==> src/common/fetch_pkg.sv <==
`default_nettype none

package fetch_pkg;

    // cache geometry
    localparam int word_bits  = 16;
    localparam int line_words = 4;
    localparam int num_sets   = 4;
    localparam int tag_bits   = 12;

    typedef logic [word_bits-1:0]             addr_t;
    typedef logic [word_bits-1:0]             word_t;
    typedef logic [tag_bits-1:0]              tag_t;
    typedef logic [$clog2(num_sets)-1:0]      set_idx_t;
    typedef logic [$clog2(line_words)-1:0]    offset_t;

    // word 0 sits in the low bits
    typedef logic [line_words*word_bits-1:0]  line_data_t;

    typedef struct packed {
        logic       valid;
        tag_t       tag;
        line_data_t data;
    } cache_line_t;

    // fetch unit to cache
    typedef struct packed {
        logic  strobe;
        addr_t addr;
    } fetch_req_t;

    // cache back to fetch unit
    typedef struct packed {
        logic  strobe;
        addr_t addr;
        word_t instr;
    } fetch_resp_t;

    // line base address, low offset bits are zero
    typedef struct packed {
        logic  strobe;
        addr_t addr;
    } mem_req_t;

    typedef struct packed {
        logic  strobe;
        word_t data;
    } mem_rd_t;

    // memory preload, one word per strobe
    typedef struct packed {
        logic  strobe;
        addr_t addr;
        word_t data;
    } mem_load_t;

    typedef enum logic [1:0] {
        icache_idle,
        icache_fill,
        icache_respond
    } icache_state_e;

    typedef enum logic [1:0] {
        fetch_idle,
        fetch_request,
        fetch_wait_resp
    } fetch_state_e;

endpackage

`default_nettype wire
==> src/logic/fetch_top.sv <==
`timescale 1ns/100ps
`default_nettype none

module fetch_top #(
    parameter int MEM_LATENCY   = 3,
    parameter int MEM_ADDR_BITS = 8
) (
    input  wire                       clk,
    input  wire                       reset_n,
    input  wire fetch_pkg::mem_load_t load,
    input  wire                       run_start,
    input  wire fetch_pkg::addr_t     run_pc,
    input  wire [7:0]                 run_len,
    input  wire                       redirect,
    input  wire fetch_pkg::addr_t     redirect_pc,
    output logic                      instr_valid,
    output fetch_pkg::addr_t          instr_addr,
    output fetch_pkg::word_t          instr,
    output logic                      run_done,
    output logic [15:0]               hit_count,
    output logic [15:0]               miss_count
);

    fetch_pkg::fetch_req_t  fetch_req;
    fetch_pkg::fetch_resp_t fetch_resp;
    fetch_pkg::mem_req_t    mem_req;
    fetch_pkg::mem_rd_t     mem_rd;

    fetch_unit fetch_unit_i (
        .clk         (clk),
        .reset_n     (reset_n),
        .run_start   (run_start),
        .run_pc      (run_pc),
        .run_len     (run_len),
        .redirect    (redirect),
        .redirect_pc (redirect_pc),
        .fetch_resp  (fetch_resp),
        .fetch_req   (fetch_req),
        .instr_valid (instr_valid),
        .instr_addr  (instr_addr),
        .instr       (instr),
        .run_done    (run_done)
    );

    icache icache_i (
        .clk        (clk),
        .reset_n    (reset_n),
        .fetch_req  (fetch_req),
        .mem_rd     (mem_rd),
        .fetch_resp (fetch_resp),
        .mem_req    (mem_req),
        .hit_count  (hit_count),
        .miss_count (miss_count)
    );

    burst_mem #(
        .MEM_LATENCY   (MEM_LATENCY),
        .MEM_ADDR_BITS (MEM_ADDR_BITS)
    ) burst_mem_i (
        .clk     (clk),
        .reset_n (reset_n),
        .load    (load),
        .mem_req (mem_req),
        .mem_rd  (mem_rd)
    );

endmodule

`default_nettype wire

==> src/icache/icache.sv <==
`timescale 1ns/100ps
`default_nettype none

module icache (
    input  wire                     clk,
    input  wire                     reset_n,
    input  wire fetch_pkg::fetch_req_t fetch_req,
    input  wire fetch_pkg::mem_rd_t    mem_rd,
    output fetch_pkg::fetch_resp_t  fetch_resp,
    output fetch_pkg::mem_req_t     mem_req,
    output logic [15:0]             hit_count,
    output logic [15:0]             miss_count
);

    fetch_pkg::cache_line_t   lines [fetch_pkg::num_sets];
    fetch_pkg::icache_state_e state;

    // lookup fields of the incoming request
    fetch_pkg::tag_t          req_tag;
    fetch_pkg::set_idx_t      req_set;
    logic                     lookup_hit;

    // request being served, kept for the response and the fill
    fetch_pkg::addr_t         req_addr_q;
    fetch_pkg::set_idx_t      cur_set;
    fetch_pkg::offset_t       cur_off;
    fetch_pkg::cache_line_t   cur_line;

    logic                     hit_q;
    logic                     miss_q;
    logic [1:0]               fill_cnt;
    fetch_pkg::line_data_t    fill_buf;
    logic                     fill_last;

    assign req_tag = fetch_req.addr[fetch_pkg::word_bits-1 -: fetch_pkg::tag_bits];
    assign req_set = fetch_req.addr[3:2];

    assign lookup_hit = lines[req_set].valid && (lines[req_set].tag == req_tag);

    assign cur_set  = req_addr_q[3:2];
    assign cur_off  = req_addr_q[1:0];
    assign cur_line = lines[cur_set];

    assign fill_last = (state == fetch_pkg::icache_fill) && mem_rd.strobe && (fill_cnt == 2'd3);

    // hits answer one cycle after lookup, misses answer from the freshly written line
    assign fetch_resp.strobe = hit_q || (state == fetch_pkg::icache_respond);
    assign fetch_resp.addr   = req_addr_q;
    assign fetch_resp.instr  = cur_line.data[cur_off*fetch_pkg::word_bits +: fetch_pkg::word_bits];

    // miss_q is only ever set in idle, so the burst request leaves from idle
    assign mem_req.strobe = miss_q;
    assign mem_req.addr   = {req_addr_q[fetch_pkg::word_bits-1:2], 2'b00};

    always_ff @(posedge clk) begin
        if (reset_n) begin
            state      <= fetch_pkg::icache_idle;
            hit_q      <= 1'b0;
            miss_q     <= 1'b0;
            fill_cnt   <= 2'd0;
            hit_count  <= 16'd0;
            miss_count <= 16'd0;
        end else begin
            hit_q <= 1'b0;
            case (state)
                fetch_pkg::icache_idle: begin
                    if (miss_q) begin
                        miss_q   <= 1'b0;
                        fill_cnt <= 2'd0;
                        state    <= fetch_pkg::icache_fill;
                    end else if (fetch_req.strobe) begin
                        if (lookup_hit) begin
                            hit_q     <= 1'b1;
                            hit_count <= hit_count + 16'd1;
                        end else begin
                            miss_q     <= 1'b1;
                            miss_count <= miss_count + 16'd1;
                        end
                    end
                end
                fetch_pkg::icache_fill: begin
                    if (mem_rd.strobe) begin
                        fill_cnt <= fill_cnt + 2'd1;
                    end
                    if (fill_last) begin
                        state <= fetch_pkg::icache_respond;
                    end
                end
                fetch_pkg::icache_respond: begin
                    state <= fetch_pkg::icache_idle;
                end
                default: begin
                    state <= fetch_pkg::icache_idle;
                end
            endcase
        end
    end

    // latch the address of every lookup
    always_ff @(posedge clk) begin
        if (state == fetch_pkg::icache_idle && !miss_q && fetch_req.strobe) begin
            req_addr_q <= fetch_req.addr;
        end
    end

    // burst words 0..2 wait here, word 3 goes straight into the line
    always_ff @(posedge clk) begin
        if (state == fetch_pkg::icache_fill && mem_rd.strobe) begin
            fill_buf[fill_cnt*fetch_pkg::word_bits +: fetch_pkg::word_bits] <= mem_rd.data;
        end
    end

    always_ff @(posedge clk) begin
        if (reset_n) begin
            for (int i = 0; i < fetch_pkg::num_sets; i++) begin
                lines[i].valid <= 1'b0;
            end
        end else if (fill_last) begin
            lines[cur_set].valid <= 1'b1;
            lines[cur_set].tag   <= req_addr_q[fetch_pkg::word_bits-1 -: fetch_pkg::tag_bits];
            lines[cur_set].data  <= {mem_rd.data, fill_buf[3*fetch_pkg::word_bits-1:0]};
        end
    end

endmodule

`default_nettype wire

==> src/logic/fetch_unit.sv <==
`timescale 1ns/100ps
`default_nettype none

module fetch_unit (
    input  wire                        clk,
    input  wire                        reset_n,
    input  wire                        run_start,
    input  wire fetch_pkg::addr_t      run_pc,
    input  wire [7:0]                  run_len,
    input  wire                        redirect,
    input  wire fetch_pkg::addr_t      redirect_pc,
    input  wire fetch_pkg::fetch_resp_t fetch_resp,
    output fetch_pkg::fetch_req_t      fetch_req,
    output logic                       instr_valid,
    output fetch_pkg::addr_t           instr_addr,
    output fetch_pkg::word_t           instr,
    output logic                       run_done
);

    fetch_pkg::fetch_state_e state;
    fetch_pkg::addr_t        pc;
    logic [7:0]              remain;

    assign fetch_req.strobe = (state == fetch_pkg::fetch_request);
    assign fetch_req.addr   = pc;

    // responses pass straight through to the core side
    assign instr_valid = fetch_resp.strobe && (state == fetch_pkg::fetch_wait_resp);
    assign instr_addr  = fetch_resp.addr;
    assign instr       = fetch_resp.instr;
    assign run_done    = instr_valid && (remain == 8'd1);

    always_ff @(posedge clk) begin
        if (reset_n) begin
            state  <= fetch_pkg::fetch_idle;
            remain <= 8'd0;
        end else begin
            case (state)
                fetch_pkg::fetch_idle: begin
                    // an empty run never leaves idle
                    if (run_start && run_len != 8'd0) begin
                        remain <= run_len;
                        state  <= fetch_pkg::fetch_request;
                    end
                end
                fetch_pkg::fetch_request: begin
                    state <= fetch_pkg::fetch_wait_resp;
                end
                fetch_pkg::fetch_wait_resp: begin
                    if (fetch_resp.strobe) begin
                        remain <= remain - 8'd1;
                        if (remain == 8'd1) begin
                            state <= fetch_pkg::fetch_idle;
                        end else begin
                            state <= fetch_pkg::fetch_request;
                        end
                    end
                end
                default: begin
                    state <= fetch_pkg::fetch_idle;
                end
            endcase
        end
    end

    // a redirect wins over the post-request increment
    always_ff @(posedge clk) begin
        if (state == fetch_pkg::fetch_idle) begin
            if (run_start) begin
                pc <= run_pc;
            end
        end else if (redirect) begin
            pc <= redirect_pc;
        end else if (state == fetch_pkg::fetch_request) begin
            pc <= pc + 16'd1;
        end
    end

endmodule

`default_nettype wire

==> src/logic/burst_mem.sv <==
`timescale 1ns/100ps
`default_nettype none

module burst_mem #(
    parameter int MEM_LATENCY   = 3,
    parameter int MEM_ADDR_BITS = 8
) (
    input  wire                      clk,
    input  wire                      reset_n,
    input  wire fetch_pkg::mem_load_t load,
    input  wire fetch_pkg::mem_req_t  mem_req,
    output fetch_pkg::mem_rd_t        mem_rd
);

    localparam int lat_bits = $clog2(MEM_LATENCY + 1);

    fetch_pkg::word_t         mem [2**MEM_ADDR_BITS];

    logic                     active;
    logic [lat_bits-1:0]      wait_cnt;
    logic [1:0]               beat;
    logic [MEM_ADDR_BITS-3:0] base_q;
    logic [MEM_ADDR_BITS-1:0] rd_addr;
    logic                     beat_now;

    // one beat per cycle once the latency has run out
    assign beat_now = active && (wait_cnt == '0);
    assign rd_addr  = {base_q, beat};

    assign mem_rd.strobe = beat_now;
    assign mem_rd.data   = mem[rd_addr];

    // preload port, only the low address bits index the array
    always_ff @(posedge clk) begin
        if (load.strobe) begin
            mem[load.addr[MEM_ADDR_BITS-1:0]] <= load.data;
        end
    end

    always_ff @(posedge clk) begin
        if (reset_n) begin
            active   <= 1'b0;
            wait_cnt <= '0;
            beat     <= 2'd0;
        end else if (mem_req.strobe) begin
            active   <= 1'b1;
            wait_cnt <= lat_bits'(MEM_LATENCY - 1);
            beat     <= 2'd0;
        end else if (active) begin
            if (wait_cnt != '0) begin
                wait_cnt <= wait_cnt - 1'b1;
            end else begin
                beat <= beat + 2'd1;
                if (beat == 2'd3) begin
                    active <= 1'b0;
                end
            end
        end
    end

    // line base, the word offset comes from the beat counter
    always_ff @(posedge clk) begin
        if (mem_req.strobe) begin
            base_q <= mem_req.addr[MEM_ADDR_BITS-1:2];
        end
    end

endmodule

`default_nettype wire

==> config.mk <==
export PLATFORM = sky130hd
export DESIGN_NAME = fetch_top
export DESIGN_NICKNAME = d
export VERILOG_FILES = /design/src/common/fetch_pkg.sv /design/src/logic/fetch_top.sv /design/src/icache/icache.sv /design/src/logic/fetch_unit.sv /design/src/logic/burst_mem.sv
export SDC_FILE = /design/constraint.sdc
export NUM_CORES = 2
export LEC_CHECK = 0
export BUFFER_PORTS_ARGS = -buffer_cell sky130_fd_sc_hd__buf_2
export CORE_AREA = 2 2 716 718
export DETAILED_ROUTE_END_ITERATION = 8
export DIE_AREA = 0 0 718 720
export GPL_TIMING_DRIVEN = 0
export HOLD_SLACK_MARGIN = 0.12
export MAX_ROUTING_LAYER = met4
export PLACE_DENSITY = 0.6
export SLEW_MARGIN = 30
export SYNTH_ARGS = -nofsm -noshare
export SYNTH_HDL_FRONTEND = slang
export SYNTH_MEMORY_MAX_BITS = 65536
export SYNTH_SLANG_ARGS = --single-unit
==> constraint.sdc <==
create_clock -name clk -period 8 [get_ports clk]
set_clock_uncertainty 0.05 [all_clocks]
set_input_delay 1.2 -clock clk [delete_from_list [all_inputs] [get_ports clk]]
set_output_delay 1.2 -clock clk [all_outputs]
set_load 0.005 [all_outputs]
# Word level (Yosys, flattened, before mapping)
# Memories as Yosys holds them, arrays and structs flattened. A register that Yosys moved wholly into a read port is not among the register bits.
# Index checks and enable logic that the tools add are counted.
# totals
reg_bits	155
mem_bits_rw	4404
in_bits	77
output_inout_bits	66
n_memories	2
# classes
add_sub_neg	8
eq_ne	14
shifts	3
n_mux	41
n_bitwise	5
reduce_logical	34
# mem_list
memory	depth	width	rd	rd_clocked_by_memory_dff	wr	line	rtl
burst_mem_i.mem	256	16	1	0	1	burst_mem.sv:17	fetch_pkg::word_t mem [2**MEM_ADDR_BITS];
icache_i.lines	4	77	2	2	4	icache.sv:15	fetch_pkg::cache_line_t lines [fetch_pkg::num_sets];
# op_table
op	n
77-bit two-way mux	1
77-bit OR reduction	1
64-bit bitwise mux	1
16-bit two-way mux	4
16-bit by 34-bit variable shift with 64-bit output (first input constant)	1
16-bit by 34-bit variable part select with 64-bit output	1
64-bit by 7-bit variable part select with 16-bit output	1
16-bit by 1-bit adder with 16-bit output (second input constant)	3
6-bit negation with 34-bit output	1
2-bit two-way mux	13
1-bit two-way mux	16
8-bit two-way mux	2
8-bit case mux with 2 select lines	1
12-bit equality test	1
2-bit AND reduction	6
2-bit by 1-bit inequality test with 1-bit output (second input constant)	5
2-bit nonzero test	5
1-bit logical AND	9
2-bit equality test (second input constant)	4
8-bit by 1-bit equality test with 1-bit output (second input constant)	1
2-bit case mux with 2 select lines	2
4-bit AND reduction	2
8-bit nonzero test	1
8-bit by 1-bit subtractor with 8-bit output (second input constant)	1
other kinds (13)	22

# Logic depth before layout (Yosys ltp)
# logic_depth
ltp_word	9
mapped_depth	13
ltp_nobuf	8

# Cells and area by module
# From an unflattened synthesis, not the netlist that was laid out.
# hier_totals
cells_unflattened	8433
area_unflattened_um2	176780.8
# by_module_without_submodules
module	n_inst	cells_each	area_each_um2
burst_mem	1	7272	158120.4
icache	1	934	16693.5
fetch_unit	1	227	1966.9

# Worst setup path after synthesis
# No wires, ideal clock.
# synth_path
path_kind	in2reg
startpoint	in reset_n
endpoint	mem icache_i.lines[2][76] (netlist bit) (enable)
setup_ns	0.319
arrival_ns	7.842
t_required_ns	7.631
setup_slack_ns	-0.210
path_stages	4
cell_sequence	or2_2 clkbuf_1 nor3b_1 or2_2
# synth_lines
item	line	rtl
start, declared	fetch_top.sv:9	input wire reset_n,
end, declared	icache.sv:15	

==> flow_metrics.tcl <==
set metrics [dict create \
    run_status "complete, no violations" \
    layout_min_cycle_time_ps 7210 \
    power.density_nw_per_um2 240 \
    wire_per_inst_um 42.1 \
    cts_root_buf "clkbuf_16" \
    clkTransAtPathRegs_ps 60 \
    drt_iter0_markers 21200 \
    fin_area_um2 212000 \
    final_hold_viol_count 0 \
    placed_cell_area_um2 197000 \
    cts_resized 0 \
    reg2reg_setup_slack_ps 790 \
    fmax_mhz 139 \
    ys_types 93 \
    critPathSlowestCell "a222oi_1" \
    syn2layout_area_growth_pct 18.9 \
    cp-end-kind "flip-flop" \
    die_area_um2 517000 \
    first_pass_iters 9 \
    layout-drive-gt1-share_pct 25.6 \
    cts_hold_buffers 0 \
    finalCritPeriodShare_pct 90.1 \
    cp_top_family "simple AND/OR/NAND/NOR gates" \
    dp_hpwl_um 499000 \
    slew_headroom_pct 12.1 \
    antenna_found_initial 71 \
    post-cts-setup-buffer-count 0 \
    start_kind "flip-flop" \
    finalSetupViolations 0 \
    rr_worst_depth 11 \
    hold_class "in2reg" \
    vdd.ir_drop.worst_uv 191 \
    max_stage_delay_ps 1080 \
    critPathBufInv 4 \
    die_w_um 718 \
    rr_endpoint "icache_i.lines[1][55]$_DFFE_PP_" \
    tightest_slew_ps 1310 \
    ys_seq_elements 4547 \
    core_um2 508000 \
    synth_edf_count 4490 \
    via_count 105000 \
    setup_ws_ps 794 \
    crit_top_cell "buf_2" \
    dp.cells 16300 \
    grt_pass1_wl_um 932000 \
    p_leak_nw 64.8 \
    yosysWarnings 0 \
    total_power_mw 50.8 \
    crit_type "reg2reg" \
    grt_max_degree 117 \
    syn_area_um2 178000 \
    start_util_pct 35.0 \
    rows 262 \
    synthCells 9074 \
    cp.arrival_ps 8050 \
    finalWirelength_um 722000 \
    min_path_cells 3 \
    ys.flop_type "edfxtp_1" \
    synth_nets 9162 \
    async_flop_share_pct 0 \
    synth_area_per_cell_um2 19.6 \
    nets 10100 \
    die_h_um 720 \
    cts_tree "yes" \
    vias_per_cell 6.14 \
    r2r_start "burst_mem_i.base_q[1]$_DFFE_PP_" \
    critical_path.max_fanout 10 \
    ant_nets 0 \
    ys_seq_area_share_pct 76.4 \
    rsz0062_at_grt "no" \
    clock_latency_ps 1160 \
    hold_end "fetch_unit_i.pc[1]$_DFFE_PP_" \
    grt_usage_pct 27.9 \
    cts.path.max_buffers 4 \
    drv_cap 0 \
    fin_cells 17100 \
    grt_overflow_total 0 \
    drv_slew 0 \
    numCtsBuffers 442 \
    worstPathRequired_ps 8840 \
    cp_cell_sequence "buf_2 -> buf_4 -> nand4b_1 -> buf_2 -> buf_2 -> o22ai_1 -> a211oi_1 -> nand4_1 -> a222oi_1 -> nand4_1 -> nor2_1" \
    io_pins 143 \
    grt_pass1_vias 98200 \
    htree_num_levels 5 \
    hp-start "run_pc[1]" \
    cts_num_sinks 4547 \
    place_congestion 1.07 \
    detail_route.drc_violations 0 \
    port_buffers 128 \
    pre_cts_ws_ps 1380 \
]
## worst min-delay path: stages
cell and delay, ps:
buf_2 70, nand2_1 40, o21ai_0 70
## synth_stat cells (28+ instances only)
master       n  area, um2
o211ai_1    28        210
nand2_1    242        908
nor2b_1    177       1110
nand3_1     82        410
and2_1      78        488
a22oi_1    262       1970
buf_4       80        601
nor2_1     355       1330
nand4_1    110        688
o22ai_1    134        838
a22o_1      47        412
a21oi_1     99        495
edfxtp_1  4490     135000
clkbuf_1   203        762
a211oi_1   300       2250
mux2i_1    795       7960
buf_2      103        515
buf_6      101       1140
o21ai_0     81        405
mux4_2     567      12800
mux2_2     232       2610
dfxtp_1     57       1140
## metal layers
metal | wire length [um] | track usage [%]
met3 | 110000 | 10.9
met1 | 254000 | 34.1
met5 | 0 | -
met2 | 309000 | 39.3
met4 | 49100 | 15.8
## placed cells by master, fill, tap and decap left out, drive strengths merged, types with 135 or more instances in the layout
cell type	n
clkinv	200
mux4	582
nand2	242
o22ai	135
clkbuf	739
a22oi	262
buf	798
mux2i	795
nor2	355
edfxtp	4490
nor2b	177
a211oi	301
mux2	232
## power by group
| group | internal (mW) | switching [mW] | total, mW |
|---|---|---|---|
| registers | 26.2 | 0.0531 | 26.3 |
| logic | 0.856 | 2.18 | 3.04 |
| clock network | 11.9 | 9.52 | 21.5 |
## worst max path at each step
stage               depth (start not counted)                            start                                   to  slack (ps)
finish                                     11  burst_mem_i.base_q[1]$_DFFE_PP_      icache_i.lines[1][55]$_DFFE_PP_         790
CTS                                        11  burst_mem_i.base_q[0]$_DFFE_PP_      icache_i.lines[3][55]$_DFFE_PP_        1400
global route                               11  burst_mem_i.base_q[1]$_DFFE_PP_      icache_i.lines[3][55]$_DFFE_PP_        1240
global placement                            5                          reset_n  icache_i.lines[1][76]$_SDFFCE_PN0P_       -5170
floorplan                                   4                          reset_n  icache_i.lines[2][76]$_SDFFCE_PN0P_        -210
detailed placement                         11  burst_mem_i.base_q[1]$_DFFE_PP_      icache_i.lines[1][55]$_DFFE_PP_        1380
## metrics by stage
stage,TNS [ps],hold slack (ps),util [%]
2_1_floorplan,-405,374,-
3_3_place_gp,-1029570,380,36.8
3_5_place_dp,0,382,38.7
4_1_cts,0,347,41.6
5_1_grt,0,370,41.6
6_report,0,370,41.6
## cell families after synthesis
family	Yosys count	synth area share, %
adder cells (fa/ha/maj)	11	0.0774
multiplexers	1609	13.3
buffers and inverters	571	2.10
AO/OA/AOI/OAI	1097	4.44
XOR/XNOR	32	0.158
flip-flops	4547	76.4
AND/OR/NAND/NOR	1207	3.46
## layout make-up
| class | count | area [um2] |
|---|---|---|
| Multi-Input combinational cell | 3956 | 40400 |
| Sequential cell | 4547 | 136000 |
| Clock buffer | 528 | 11500 |
| Clock inverter | 294 | 3150 |
| Buffer | 551 | 3830 |
| Inverter | 20 | 75.1 |
| Tap cell | 6732 | 8420 |
| Antenna cell | 59 | 148 |
| Timing Repair Buffer | 458 | 8200 |
| Fill cell | 43900 | 297000 |
## flip-flops by register name (all words and copies together), names as in the netlist, 2 cells and up, named ones only
register	cells
icache_i.state	2
fetch_unit_i.remain	8
icache_i.fill_buf	48
fetch_unit_i.state	2
icache_i.req_addr_q	16
icache_i.lines	308
fetch_unit_i.pc	16
burst_mem_i.beat	2
burst_mem_i.base_q	6
icache_i.miss_count	16
icache_i.hit_count	16
burst_mem_i.mem	4096
burst_mem_i.wait_cnt	2
icache_i.fill_cnt	2
Note: power is estimated with default switching activity, not from simulation.
